<file path="src/bus_pkg.sv">
// Serial bus field widths, slave delay width and split threshold
package bus_pkg;

	// Serial fields, all sent LSB first
	localparam int addr_width = 12;	// Byte address, 4096 locations
	localparam int data_width = 8;	// Write data and read data
	localparam int burst_width = 12;	// Read burst count, 0 acts as 1

	localparam int delay_width = 6;	// Configured access delay of the slave

	// Reads on a slave at least this slow release the bus while waiting
	localparam int split_threshold = 5;

endpackage
</file>
<file path="src/slave_pkg.sv">
// Received frame, memory request and controller state types of the slave
package slave_pkg;
	import bus_pkg::*;

	// One decoded serial frame
	typedef struct packed {
		logic [addr_width-1:0] address;
		logic [data_width-1:0] data;
		logic [burst_width-1:0] burst;
		logic read;
		logic write;
	} rx_frame_t;

	// Memory access, re asks for a registered read of addr
	typedef struct packed {
		logic [addr_width-1:0] addr;
		logic [data_width-1:0] wdata;
		logic we;
		logic re;
	} mem_req_t;

	typedef enum logic [2:0] {
		ctrl_idle,
		ctrl_split,	// Slow read, bus released
		ctrl_fetch,	// Single memory access
		ctrl_valid,	// Byte offered, more beats follow
		ctrl_burst_end	// Last byte offered
	} ctrl_state_t;

endpackage

</file>
<file path="src/slave_port.sv">
// Slave controller with split wait, burst sequencing, memory requests and both ports
`timescale 1ns/1ps

module slave_port
	import bus_pkg::*, slave_pkg::*;
(
	input logic clk,
	input logic reset,
	input logic [delay_width-1:0] slave_delay,
	input logic read_en,
	input logic write_en,
	input logic master_valid,
	input logic master_ready,
	input logic rx_address,
	input logic rx_data,
	input logic rx_burst,
	input logic [data_width-1:0] rdata,
	output logic slave_ready,
	output logic slave_valid,
	output logic split_en,
	output logic tx_data,
	output mem_req_t mem_req
);

	rx_frame_t frame;
	logic rx_done;
	logic in_ready;
	logic out_ready;
	logic slave_tx_done;
	ctrl_state_t state;
	logic [delay_width-1:0] split_cnt;
	logic [addr_width-1:0] cur_addr;
	logic [burst_width-1:0] beats_left;

	assign slave_ready = in_ready & out_ready & (state == ctrl_idle);
	assign slave_valid = (state == ctrl_valid) | (state == ctrl_burst_end);
	assign split_en = (state == ctrl_split);

	// Fetch is the only cycle that touches memory, write or read
	assign mem_req = '{addr: cur_addr, wdata: frame.data,
		we: (state == ctrl_fetch) & frame.write,
		re: (state == ctrl_fetch) & frame.read};

	slave_in_port u_in_port (
		.clk(clk),
		.reset(reset),
		.master_valid(master_valid),
		.read_en(read_en),
		.write_en(write_en),
		.rx_address(rx_address),
		.rx_data(rx_data),
		.rx_burst(rx_burst),
		.busy(~slave_ready),
		.in_ready(in_ready),
		.frame(frame),
		.rx_done(rx_done)
	);

	slave_out_port u_out_port (
		.clk(clk),
		.reset(reset),
		.slave_valid(slave_valid),
		.master_ready(master_ready),
		.tx_byte(rdata),	// Registered in memory, stable while offered
		.tx_data(tx_data),
		.slave_tx_done(slave_tx_done),
		.out_ready(out_ready)
	);

	always_ff @(posedge clk or posedge reset)
	begin
		if (reset)
		begin
			state <= ctrl_idle;
			split_cnt <= '0;
			cur_addr <= '0;
			beats_left <= '0;
		end
		else
		begin
			case (state)
				ctrl_idle:
				begin
					if (rx_done)
					begin
						cur_addr <= frame.address;
						beats_left <= (frame.burst == '0) ? burst_width'(1) : frame.burst;
						split_cnt <= delay_width'(1);
						if (frame.read && slave_delay >= split_threshold)
							state <= ctrl_split;
						else
							state <= ctrl_fetch;
					end
				end
				ctrl_split:
				begin
					// split_en lasts slave_delay cycles
					if (split_cnt >= slave_delay)
						state <= ctrl_fetch;
					else
						split_cnt <= split_cnt + 1'b1;
				end
				ctrl_fetch:
				begin
					if (frame.write)
						state <= ctrl_idle;
					else if (beats_left == burst_width'(1))
						state <= ctrl_burst_end;
					else
						state <= ctrl_valid;
				end
				ctrl_valid:
				begin
					if (slave_tx_done)
					begin
						cur_addr <= cur_addr + 1'b1;	// Wraps at top of memory
						beats_left <= beats_left - 1'b1;
						state <= ctrl_fetch;
					end
				end
				ctrl_burst_end:
				begin
					if (slave_tx_done)
						state <= ctrl_idle;
				end
				default: state <= ctrl_idle;
			endcase
		end
	end

endmodule

</file>
<file path="src/slave_out_port.sv">
// Serial byte transmitter with valid/ready load and done pulse
`timescale 1ns/1ps

module slave_out_port
	import bus_pkg::*;
(
	input logic clk,
	input logic reset,
	input logic slave_valid,
	input logic master_ready,
	input logic [data_width-1:0] tx_byte,
	output logic tx_data,
	output logic slave_tx_done,
	output logic out_ready
);

	logic load;
	logic shifting;
	logic [$clog2(data_width):0] bit_cnt;
	logic [data_width-1:0] shift_reg;

	// No reload in the done cycle, slave_valid is still high there
	assign out_ready = ~shifting & ~slave_tx_done;
	assign load = slave_valid & master_ready & out_ready;

	always_ff @(posedge clk or posedge reset)
	begin
		if (reset)
		begin
			shifting <= 1'b0;
			bit_cnt <= '0;
			tx_data <= 1'b0;
			slave_tx_done <= 1'b0;
		end
		else
		begin
			slave_tx_done <= 1'b0;
			if (shifting)
			begin
				if (bit_cnt == data_width)
				begin
					shifting <= 1'b0;
					tx_data <= 1'b0;	// Line rests low
					slave_tx_done <= 1'b1;
				end
				else
				begin
					tx_data <= shift_reg[0];
					bit_cnt <= bit_cnt + 1'b1;
				end
			end
			else if (load)
			begin
				shifting <= 1'b1;
				bit_cnt <= 1;
				tx_data <= tx_byte[0];
			end
		end
	end

	always_ff @(posedge clk)
	begin
		if (load)
			shift_reg <= tx_byte >> 1;
		else if (shifting)
			shift_reg <= shift_reg >> 1;
	end

endmodule

</file>
<file path="src/slave_in_port.sv">
// Serial frame receiver with start detect, shift registers and done pulse
`timescale 1ns/1ps

module slave_in_port
	import bus_pkg::*, slave_pkg::*;
(
	input logic clk,
	input logic reset,
	input logic master_valid,
	input logic read_en,
	input logic write_en,
	input logic rx_address,
	input logic rx_data,
	input logic rx_burst,
	input logic busy,
	output logic in_ready,
	output rx_frame_t frame,
	output logic rx_done
);

	logic start;
	logic shift_en;
	logic receiving;
	logic [$clog2(addr_width)-1:0] bit_cnt;
	logic is_read;
	logic is_write;
	logic [addr_width-1:0] addr_sr;
	logic [data_width-1:0] data_sr;
	logic [burst_width-1:0] burst_sr;

	assign start = master_valid & ~busy & (read_en | write_en);
	assign shift_en = receiving | start;	// Start cycle carries bit 0

	always_ff @(posedge clk or posedge reset)
	begin
		if (reset)
		begin
			receiving <= 1'b0;
			bit_cnt <= '0;
			is_read <= 1'b0;
			is_write <= 1'b0;
			in_ready <= 1'b1;
			rx_done <= 1'b0;
		end
		else
		begin
			rx_done <= 1'b0;
			if (receiving)
			begin
				bit_cnt <= bit_cnt + 1'b1;
				if (bit_cnt == addr_width - 1)
				begin
					receiving <= 1'b0;
					rx_done <= 1'b1;
				end
			end
			else if (start)
			begin
				receiving <= 1'b1;
				bit_cnt <= 1;
				is_read <= read_en;
				is_write <= ~read_en;	// Read wins if both are set
				in_ready <= 1'b0;
			end
			else if (rx_done)
				in_ready <= 1'b1;	// Controller has taken the frame by now
		end
	end

	// LSB arrives first, so new bits enter at the top
	always_ff @(posedge clk)
	begin
		if (shift_en)
		begin
			addr_sr <= {rx_address, addr_sr[addr_width-1:1]};
			burst_sr <= {rx_burst, burst_sr[burst_width-1:1]};
			if (~receiving || bit_cnt < data_width)
				data_sr <= {rx_data, data_sr[data_width-1:1]};
		end
	end

	assign frame = '{address: addr_sr, data: data_sr, burst: burst_sr,
		read: is_read, write: is_write};

endmodule

</file>
<file path="config.mk">
export PLATFORM = sky130hd
export DESIGN_NAME = slave_port
export DESIGN_NICKNAME = d
export VERILOG_FILES = /design/src/bus_pkg.sv /design/src/slave_pkg.sv /design/src/slave_port.sv /design/src/slave_out_port.sv /design/src/slave_in_port.sv
export SDC_FILE = /design/constraint.sdc
export NUM_CORES = 1
export LEC_CHECK = 0
export CORE_AREA = 2 2 122 124
export CTS_BUF_LIST = sky130_fd_sc_hd__clkbuf_16
export CTS_CLUSTER_SIZE = 10
export DETAILED_ROUTE_END_ITERATION = 16
export DIE_AREA = 0 0 124 126
export DONT_BUFFER_PORTS = 1
export PLACE_DENSITY = 0.44
export SKIP_CTS_REPAIR_TIMING = 1
export SYNTH_ARGS = -nofsm -noshare
export SYNTH_HDL_FRONTEND = slang
export SYNTH_SLANG_ARGS = --single-unit
export TNS_END_PERCENT = 50
</file>
<file path="constraint.sdc">
create_clock -name clk -period 1.9 [get_ports clk]
set_input_delay 0.38 -clock clk [delete_from_list [all_inputs] [get_ports clk]]
set_output_delay 0.38 -clock clk [all_outputs]
set_load 0.01 [all_outputs]
</file>
[After elaboration in Yosys (flattened, before gate mapping)]
Index checks and enable logic that the tools add are counted.
Word-level totals
  bits in registers: 88
  output and inout port bits: 26
  bits of input ports: 23
Operators by class
  equality and inequality tests: 13
  reduce and logical (&&, ||, !) cells: 16
  $lt $le $gt $ge: 3
  add/sub/neg operators: 5
  bitwise operators: 16
  mux-type cells: 40
Operators by type and width (number)
  $mux W12: 5
  $pmux W12 S2: 2
  $mux W4: 5
  $mux W3: 6
  $mux W1: 15
  $pmux W3 S5: 1
  $mux W7: 2
  $add A12 B1 Y12 const B: 1
  $eq A12 B1 Y1 const B: 1
  $logic_not A12 Y1: 1
  $mux W6: 2
  $pmux W6 S2: 1
  $sub A12 B1 Y12 const B: 1
  $reduce_bool A2 Y1: 5
  $and A1 B1 Y1: 9
  $add A4 B1 Y4 const B: 2
  $eq A4 B4 Y1 const B: 2
  $ne A2 B1 Y1 const B: 4
  $reduce_and A2 Y1: 4
  $add A6 B1 Y6 const B: 1
  $eq A3 B2 Y1 const B: 2
  $ge A6 B3 Y1 const B: 1
  $ge A6 B6 Y1: 1
  $reduce_and A3 Y1: 2
  11 further kinds: 17

[Longest topological paths before layout]
Gate-level depths: netlist of run 1.
  word-level depth: 8
  gate-level depth with buffers: 8
  mapped depth without buffers: 7

[Cells and area by module]
Synthesis of run 1 repeated with hierarchy kept, for this count alone.
Second synthesis, totals
  cells, all modules: 402
  area total of the unflattened synthesis: 4259.1 µm²
Modules (own cells, without submodules)
  slave_port: seq. area each 825.8 µm², times used 1, cells each 266, area an instance 2205.9 µm²
  slave_in_port: seq. area each 1187.4 µm², times used 1, cells each 70, area an instance 1378.8 µm²
  slave_out_port: seq. area each 385.4 µm², times used 1, cells each 66, area an instance 674.4 µm²

[Worst setup path after synthesis of run 1]
OpenSTA, ideal clock, no wires.
  path type: register to register
  from: register state[1]
  to: register u_in_port.addr_sr[0] (enable)
  data arrival time: 1607 ps
  setup slack: -85 ps
  setup time: 379 ps
  clock period less this slack: 1985 ps
  cell stages (with the launch flop): 6
  cells stage by stage: dfrtp_1 -> buf_2 -> nor3_4 -> and3_1 -> a21oi_1 -> inv_1
On the way
  word-level cells in the longest chain between the ends: 5
RTL lines
  from (decl): line slave_port.sv:30  | ctrl_state_t state;
  from (signal assigned): line slave_port.sv:74  | state <= ctrl_idle;
  from (signal assigned): line slave_port.sv:90  | state <= ctrl_split;
  from (signal assigned): line slave_port.sv:92  | state <= ctrl_fetch;
  $logic_not A3 Y1: line slave_port.sv:35  | assign slave_ready = in_ready & out_ready & (state == ctrl_idle);
  $and A1 B1 Y1: line slave_port.sv:35
  net slave_ready: line slave_port.sv:18  | output logic slave_ready,
  $and A1 B1 Y1 (2 in series): line slave_in_port.sv:31  | assign start = master_valid & ~busy & (read_en | write_en);
  $or A1 B1 Y1: line slave_in_port.sv:32  | assign shift_en = receiving | start;
  net u_in_port.shift_en: line slave_in_port.sv:22  | logic shift_en;
  to (signal assigned): line slave_in_port.sv:75  | addr_sr <= {rx_address, addr_sr[addr_width-1:1]};
  to (decl): line slave_in_port.sv:27  | logic [addr_width-1:0] addr_sr;
The timed path passes the listed nets, and every way through them passes these cells.
A chain may end at the register's enable or synchronous reset.

==> results of run 1 <==
## synthesized netlist by cell type, drive strengths merged (5+ instances only)
library cell  count
mux2i             6
edfxtp           39
nand2            28
a31oi             5
a21o              6
nand3            25
clkbuf            8
nor2             21
nor3             11
ha               13
dfrtp            48
o21ai            30
and2              5
a21oi            32
mux2              8
nand4             6
o22ai             5
inv              21
buf              18
## routing by layer
metal | share of wire (%) | vias to the layer above | routed length [µm]
li1 | - | 1449 | -
met1 | 47 | 1475 | 4450
met2 | 47 | 49 | 4420
met3 | 3.8 | 12 | 360
met4 | 1.9 | 0 | 176
met5 | 0 | - | 0
## worst max path at each step
stage / startpoint / to / slack [ns]
global route: split_cnt[0]$_DFFE_PP0P_ / state[1]$_DFFE_PP0P_ / -0.04
finish: state[2]$_DFFE_PP0P_ / mem_req[0] / -0.007
CTS: state[2]$_DFFE_PP0P_ / mem_req[0] / -0.04
global placement: split_cnt[0]$_DFFE_PP0P_ / state[1]$_DFFE_PP0P_ / 0.06
floorplan: state[1]$_DFFE_PP0P_ / u_in_port.data_sr[0]$_DFFE_PP_ / -0.02
detailed placement: state[0]$_DFFE_PP0P_ / split_cnt[5]$_DFFE_PP0P_ / 0.04
## logic make-up after synthesis
| kind of cell | Yosys count | synth area share [%] |
|---|---|---|
| mux | 14 | 3.55 |
| flops | 88 | 56.7 |
| buf+inv | 47 | 5.45 |
| xor+xnor | 2 | 0.414 |
| simple gates | 119 | 14.6 |
| fa+ha+maj | 13 | 3.85 |
| compound gates | 105 | 15.4 |
## stage by stage
stage | utilization [%] | TNS, ns | worst slack (ns) | power (mW)
5_1_grt | 34.2 | -0.121 | -0.0394 | 9.09
4_1_cts | 33.9 | -0.0809 | -0.0407 | 8.46
3_5_place_dp | 32.0 | 0 | 0.0373 | 6.70
6_report | 34.2 | -0.0121 | -0.00650 | 8.38
2_1_floorplan | - | -0.165 | -0.0207 | 5.76
3_3_place_gp | 32.0 | 0 | 0.0554 | 6.61
## final cells by class
| cell class | count | area [µm²] | area share, % |
|---|---|---|---|
| clock buffer | 9 | 225 | 4.60 |
| tap | 184 | 230 | 4.71 |
| clock inverter | 7 | 56.3 | 1.15 |
| sequential | 88 | 2400 | 49.1 |
| multi-input combinational | 253 | 1620 | 33.0 |
| inverter | 21 | 82.6 | 1.69 |
| timing repair buffer | 29 | 280 | 5.73 |
## power by group
| group | total [mW] | switching [mW] | internal, mW |
|---|---|---|---|
| sequential | 3.99 | 0.879 | 3.11 |
| clock | 1.71 | 0.714 | 0.998 |
| combinational | 2.68 | 1.45 | 1.23 |
| total | 8.38 | 3.04 | 5.35 |
==> flow_metrics.py, run 1 <==
metrics = {
    "finish": {
        "diodes": 0,
        "drive_gt1_share_pct": 16.5,
        "areaGrowthSynthToFinish_pct": 15.7,
        "num-fill-cells": 1449,
        "final_area_um2": 4890,
        "mostFrequentLayoutCell": "dfrtp_1",
        "final_cell_mix": "dfrtp_1, edfxtp_1, a21oi_1, nand2_1, o21ai_0",
        "nets": 438,
        "fin_cells": 591,
    },
    "timing": {
        "skew_ns": 0.00604,
        "final.period_utilization_pct": 100,
        "rsz0062_at_grt": "yes",
        "final_max_slew_viol_count": 0,
        "fmax_mhz": 525,
        "setup_violations": 2,
        "slew_headroom_pct": 73.8,
        "hold_slack_ns": -0.00674,
        "worstMarginPinSlew_ns": 0.392,
        "setup_slack_ns": -0.00650,
        "final_hold_viol_count": 12,
        "min_period_ns": 1.91,
    },
    "synthesis": {
        "yosys.area.top_type_share_pct": 28.4,
        "syn_area_um2": 4230,
        "yosysSeqAreaShare_pct": 56.7,
        "syn_avg_cell_area_um2": 10.9,
        "yosys_warnings": 0,
        "ys_seq_elements": 88,
        "yosysUniqueCellTypes": 55,
        "async_flop_share_pct": 55.7,
        "synth_nets": 424,
        "synthTopCellsByArea": "dfrtp_1, edfxtp_1, ha_1, a21oi_1, o21ai_0",
        "synthCells": 388,
        "yosysTopAreaCell": "dfrtp_1",
        "synth_edf_count": 39,
        "synthFlopType": "dfrtp_1",
    },
    "placed_design": {
        "placedInstanceArea_um2": 4580,
        "place_inst": 572,
        "dp_hpwl_mm": 6.45,
        "io_buffer_count": 0,
        "gp_congestion": 0.760,
    },
    "setup_path": {
        "reg2reg_to": "split_cnt[5]$_DFFE_PP0P_",
        "cp-end-kind": "output port",
        "reg2reg_depth": 6,
        "cp_slowest_cell": "dfrtp_2",
        "crit_buf_inv": 2,
        "critical_path_arrival_ns": 1.53,
        "worst_path_largest_cell_delay_ns": 0.42,
        "cp.required_ns": 1.52,
        "r2r_setup_slack_ns": 0.07,
        "crit_cells": 4,
        "regToRegStartpoint": "state[2]$_DFFE_PP0P_",
        "path_class": "reg2out",
        "cp_common_cell": "buf_4",
        "crit_chain": "buf_4, nor3b_1, buf_4, and2_1",
        "critical_path_peak_fanout": 7,
        "critPathTopFamily": "flip-flops",
        "start_kind": "register",
    },
    "clock_tree": {
        "clock_path_buffers": 2,
        "worstSkewPairLatency_ns": 0.34,
        "ctsHtreeMaxLevel": 3,
        "numCtsBuffers": 9,
        "cts.sinks": 88,
        "clockRootBuffer": "clkbuf_16",
        "clkTransAtPathRegs_ns": 0.06,
        "cts_tree": "yes",
    },
    "global_routing": {
        "grtUsageMet1_pct": 17.2,
        "busiest_layer": "met2",
        "grt_use_met3_pct": 3.94,
        "antenna_found_initial": 0,
        "overflow": 0,
        "grt_max_degree": 36,
        "track_usage_pct": 13.1,
        "grt_use_met2_pct": 20.6,
        "grt_pass1_wl_mm": 15.7,
        "grt_pass1_vias": 3077,
    },
    "die": {
        "die_w_um": 124,
        "rows": 44,
        "coreArea_um2": 14300,
        "start_util_pct": 29.5,
        "pin_count": 49,
        "dieHeight_um": 126,
        "die_area_um2": 15600,
    },
    "run": {
        "max_cap_violations": 0,
    },
    "power": {
        "power_density_nw_per_um2": 1710,
        "leakage_nw": 1.99,
        "ir_drop_v": 0.000629,
    },
    "run_status": {
        "violations": "negative hold slack, negative setup slack",
        "status": "finished with violations",
    },
    "hold_path": {
        "min-delay-path-class": "in2async",
    },
    "route": {
        "post-route-drc-count": 0,
        "final_antenna_net_count": 0,
        "wl_per_cell_um": 15.9,
        "vias": 2985,
        "viasPerCell": 5.05,
        "wirelength_mm": 9.41,
        "drt_first_pass_iters": 6,
        "drt_iter0_markers": 233,
    },
}
Power figures use the tool's default switching activity.
==> run 2: changes to the inputs <==
PLACE_DENSITY = 0.47   (was 0.44)
==> run 2 against run 1 <==
Against the previous run: the run now ends clean; hold slack gained 0.12 ns; utilization grew 1.1 points; register-to-register slack lost 0.03 ns; cell area grew 3.4%; critical path type is now reg2reg.
==> flow_metrics.py, run 2 (synthesized netlist as in run 1, its figures left out) <==
metrics = {
    "run_status": {
        "status": "complete, no violations",
    },
    "power": {
        "power_mw": 8.75,
        "ir_drop_v": 0.000489,
        "leakage_nw": 2.03,
        "power_density_nw_per_um2": 1730,
    },
    "die": {
        "die_area_um2": 15600,
        "die_w_um": 124,
        "rows": 44,
        "coreArea_um2": 14300,
        "pin_count": 49,
        "dieHeight_um": 126,
        "start_util_pct": 29.5,
    },
    "setup_path": {
        "cp.required_ns": 2.19,
        "cp_slowest_cell": "dfrtp_2",
        "critical_path_arrival_ns": 2.16,
        "reg2reg_to": "split_cnt[3]$_DFFE_PP0P_",
        "reg2reg_depth": 6,
        "critical_path_peak_fanout": 6,
        "path_class": "reg2reg",
        "worst_path_largest_cell_delay_ns": 0.46,
        "r2r_setup_slack_ns": 0.04,
        "regToRegStartpoint": "state[2]$_DFFE_PP0P_",
        "crit_buf_inv": 1,
        "critPathTopFamily": "compound AO/OA/AOI/OAI gates",
        "start_kind": "register",
        "cp-end-kind": "register",
        "crit_chain": "or3b_4, a211oi_4, o21ai_4, buf_4, o31ai_2, a21o_1",
    },
    "placed_design": {
        "dp_hpwl_mm": 6.44,
        "gp_congestion": 0.784,
        "io_buffer_count": 0,
        "place_inst": 569,
    },
    "finish": {
        "seq_area_um2": 2400,
        "mostFrequentLayoutCell": "dfrtp_1",
        "drive_gt1_share_pct": 19.8,
        "areaGrowthSynthToFinish_pct": 19.6,
        "fin_cells": 594,
        "multi_input_area_um2": 1700,
        "num-fill-cells": 1423,
        "final_cell_mix": "dfrtp_1, edfxtp_1, a21oi_1, o21ai_0, nand2_1",
        "nets": 441,
        "diodes": 0,
    },
    "timing": {
        "slew_headroom_pct": 72.4,
        "setup_violations": 0,
        "worstMarginPinSlew_ns": 0.413,
        "final_max_slew_viol_count": 0,
        "fmax_mhz": 537,
        "hold_slack_ns": 0.114,
        "skew_ns": 0.00836,
        "final.period_utilization_pct": 98.0,
        "min_period_ns": 1.86,
        "final_hold_viol_count": 0,
    },
    "clock_tree": {
        "worstSkewPairLatency_ns": 0.36,
        "cts_tree": "yes",
        "cts.sinks": 88,
        "clock_path_buffers": 2,
        "numCtsBuffers": 9,
        "clockRootBuffer": "clkbuf_16",
        "ctsHtreeMaxLevel": 3,
        "clkTransAtPathRegs_ns": 0.07,
    },
    "route": {
        "vias": 3055,
        "wl_per_cell_um": 16.6,
        "wirelength_mm": 9.84,
        "viasPerCell": 5.14,
        "post-route-drc-count": 0,
        "drt_iter0_markers": 221,
        "final_antenna_net_count": 0,
        "drt_first_pass_iters": 4,
    },
    "global_routing": {
        "track_usage_pct": 13.2,
        "antenna_found_initial": 0,
        "overflow": 0,
        "grt_pass1_wl_mm": 15.8,
        "grt_pass1_vias": 3151,
        "grt_max_degree": 36,
    },
    "run": {
        "max_cap_violations": 0,
    },
    "hold_path": {
        "hp-start": "rx_address",
        "holdPathStages": 0,
        "min-delay-path-class": "in2reg",
        "min_to": "u_in_port.addr_sr[11]$_DFFE_PP_",
    },
}
-- run 2: cell types whose count changed in the layout (fill, tap and decap cells not counted), sizes merged --
cell         before  now
clkinv            4    1
inv              22   24
buf              29   30
clkbuf            9   10
clkinvlp          1    2
dlygate4sd3       0    1
-- run 2: through the flow --
step                setup WS, ns  utilization [%]  instance area, µm²  setup TNS (ns)
global route            -0.00743             35.3                5060         -0.0148
CTS                       -0.160             34.0                4860          -0.316
detailed placement        0.0239             31.8                4550               0
floorplan                -0.0207                -                4240          -0.165
global placement          0.0541             31.8                4550               0
finish                    0.0386             35.3                5060               0
-- run 2: power breakdown --
part	total, mW	switching (mW)	internal, mW	leakage [nW]
Sequential	3.95	0.836	3.11	0.994
Clock	1.87	0.826	1.05	0.149
Combinational	2.93	1.61	1.32	0.883
-- run 2: worst max-delay path by stage --
stage | startpoint | endpoint | cells after the start
2_1_floorplan | state[1]$_DFFE_PP0P_ | u_in_port.data_sr[0]$_DFFE_PP_ | 6
3_3_place_gp | state[0]$_DFFE_PP0P_ | split_cnt[3]$_DFFE_PP0P_ | 5
3_5_place_dp | beats_left[0]$_DFFE_PP0P_ | beats_left[10]$_DFFE_PP0P_ | 7
4_1_cts | state[1]$_DFFE_PP0P_ | mem_req[1] | 3
5_1_grt | split_cnt[0]$_DFFE_PP0P_ | split_cnt[3]$_DFFE_PP0P_ | 8
6_report | state[2]$_DFFE_PP0P_ | split_cnt[3]$_DFFE_PP0P_ | 6
-- run 2: layer usage --
layer	GRT usage [%]	part of all wire [%]	wire, µm
met2	19.8	48	4690
met3	3.67	5.6	554
met5	0	0	0
met4	6.21	1.9	189
met1	17.7	45	4410
-- run 2: final cells by class --
| cell class | count | share of cell area (%) |
|---|---|---|
| Sequential cell | 88 | 47.5 |
| Clock inverter | 7 | 1.66 |
| Tap cell | 184 | 4.55 |
| Multi-Input combinational cell | 253 | 33.6 |
| Inverter | 21 | 1.63 |
| Clock buffer | 9 | 4.45 |
| Timing Repair Buffer | 32 | 6.63 |
-- run 2: worst reg2reg max path: stages, from the launching register on --
cell	delay [ns]
dfrtp_2	0.46
or3b_4	0.46
a211oi_4	0.29
o21ai_4	0.13
buf_4	0.16
o31ai_2	0.20
a21o_1	0.10
==> run 3: changes to the inputs <==
CORE_AREA = 2 2 91 93   (was 2 2 122 124)
CTS_CLUSTER_DIAMETER = 40   (was default)
DIE_AREA = 0 0 93 95   (was 0 0 124 126)
PLACE_DENSITY = 0.74   (was 0.47)
==> run 3 against run 2 <==
Against the previous run: global-route usage grew 7.1 points; largest power group unchanged; register-to-register slack about the same; largest cell class unchanged; clock skew grew 0.0025 ns; non-clock buffer count decreased by 4; cell area decreased by 3.7%; sequential share of layout area grew 1.8 points; critical path type unchanged; cell count decreased by 14%; critical path depth increased by 1; via count decreased by 0.52%; clock power decreased by 5%; total power down 1.4%; clock-buffer cell count unchanged.
==> flow_metrics.py, run 3 (synthesized netlist as in run 1, its figures left out) <==
metrics = {
    "run_status": {
        "status": "complete, no violations",
    },
    "die": {
        "start_util_pct": 53.3,
        "coreArea_um2": 7930,
        "die_area_um2": 8840,
        "die_w_um": 93,
        "pin_count": 49,
        "dieHeight_um": 95,
        "rows": 33,
    },
    "timing": {
        "final_max_slew_viol_count": 0,
        "rsz0062_at_grt": "yes",
        "fmax_mhz": 539,
        "hold_slack_ns": 0.131,
        "min_period_ns": 1.85,
        "skew_ns": 0.0109,
        "setup_violations": 0,
        "slew_headroom_pct": 69.9,
        "final_hold_viol_count": 0,
        "worstMarginPinSlew_ns": 0.451,
        "final.period_utilization_pct": 97.6,
    },
    "setup_path": {
        "endpoint": "split_cnt[3]$_DFFE_PP0P_",
        "cp-end-kind": "register",
        "start_kind": "register",
        "reg2reg_depth": 7,
        "critical_path_arrival_ns": 2.13,
        "regToRegStartpoint": "split_cnt[4]$_DFFE_PP0P_",
        "cp.required_ns": 2.18,
        "r2r_setup_slack_ns": 0.05,
        "setup.worst_path.start": "split_cnt[4]$_DFFE_PP0P_",
        "reg2reg_to": "split_cnt[3]$_DFFE_PP0P_",
        "path_class": "reg2reg",
        "critical_path_peak_fanout": 5,
    },
    "route": {
        "post-route-drc-count": 0,
        "wirelength_mm": 8.78,
        "wl_per_cell_um": 17.2,
        "drt_first_pass_iters": 4,
        "vias": 3039,
        "final_antenna_net_count": 0,
        "drt_iter0_markers": 206,
        "viasPerCell": 5.95,
    },
    "global_routing": {
        "track_usage_pct": 20.4,
        "grt_pass1_vias": 2901,
        "grt_pass1_wl_mm": 14.0,
        "grt_max_degree": 36,
        "antenna_found_initial": 0,
        "overflow": 0,
    },
    "clock_tree": {
        "cts.sinks": 88,
        "ctsHtreeMaxLevel": 3,
        "worstSkewPairLatency_ns": 0.33,
        "cts_tree": "yes",
        "clockRootBuffer": "clkbuf_16",
        "clock_path_buffers": 2,
        "clkTransAtPathRegs_ns": 0.07,
        "numCtsBuffers": 9,
    },
    "finish": {
        "mostFrequentLayoutCell": "dfrtp_1",
        "areaGrowthSynthToFinish_pct": 15.1,
        "final_cell_mix": "dfrtp_1, edfxtp_1, a21oi_1, o21ai_0, nand2_1",
        "drive_gt1_share_pct": 18.7,
        "nets": 437,
        "post-route-util_pct": 61.4,
        "diodes": 0,
    },
    "power": {
        "power_density_nw_per_um2": 1770,
        "leakage_nw": 2.00,
        "ir_drop_v": 0.000736,
        "power_mw": 8.63,
    },
    "placed_design": {
        "dp_hpwl_mm": 5.79,
        "io_buffer_count": 0,
        "gp_congestion": 0.849,
    },
    "run": {
        "max_cap_violations": 0,
    },
    "hold_path": {
        "min-delay-path-class": "in2reg",
    },
}
## run 3: changes by cell type in the layout (fill, tap and decap cells not counted), sizes merged
cell	delta
clkbuf	-1
inv	-1
buf	-3
clkinvlp	-1
clkinv	+2
## run 3: critical path: stages, from the launching register on
cell and delay [ns]:
dfrtp_1 0.40, ha_1 0.30, a21o_1 0.22, a211oi_4 0.28
o21ai_2 0.13, buf_4 0.16, o31ai_2 0.20, a21o_1 0.10
## run 3: through the flow
step | instances | area, µm² | setup TNS (ns) | setup slack, ns
after floorplan | 388 | 4240 | -0.165 | -0.0207
after global placement | 490 | 4450 | 0 | 0.0289
after detailed placement | 490 | 4450 | -0.0294 | -0.0246
after CTS | 506 | 4760 | -0.412 | -0.133
after global routing | 511 | 4870 | -0.0682 | -0.0369
final | 511 | 4870 | 0 | 0.0463
## run 3: worst min-delay path by stage
stage | from | endpoint | slack (ns) | cells after the start
after CTS | reset | cur_addr[9]$_DFFE_PP0P_ | -0.06 | 1
after global placement | reset | beats_left[9]$_DFFE_PP0P_ | 0.30 | 1
after global routing | read_en | u_in_port.is_write$_DFFE_PP0P_ | 0.12 | 1
after detailed placement | reset | beats_left[9]$_DFFE_PP0P_ | 0.30 | 1
final | read_en | u_in_port.is_write$_DFFE_PP0P_ | 0.13 | 1
after floorplan | u_in_port.addr_sr[2]$_DFFE_PP_ | u_in_port.addr_sr[1]$_DFFE_PP_ | 0.42 | 0
## run 3: layer usage
layer	GRT usage, %	share of wire, %	vias up
met4	7.35	1.8	0
met1	27.7	44	1477
met2	31.5	48	98
met5	0	0	-
met3	5.83	6.3	15
li1	-	-	1449
## run 3: final cells by class
| type | instances | area (µm²) |
|---|---|---|
| fill | 641 | 3060 |
| sequential | 88 | 2400 |
| multi-input combinational | 253 | 1670 |
| timing repair buffer | 28 | 275 |
| clock buffer | 9 | 225 |
| tap | 105 | 131 |
| inverter | 21 | 82.6 |
| clock inverter | 7 | 77.6 |
## run 3: power by group
| part | switching (mW) | internal (mW) |
|---|---|---|
| clock | 0.748 | 1.04 |
| sequential | 0.816 | 3.11 |
| combinational | 1.63 | 1.29 |
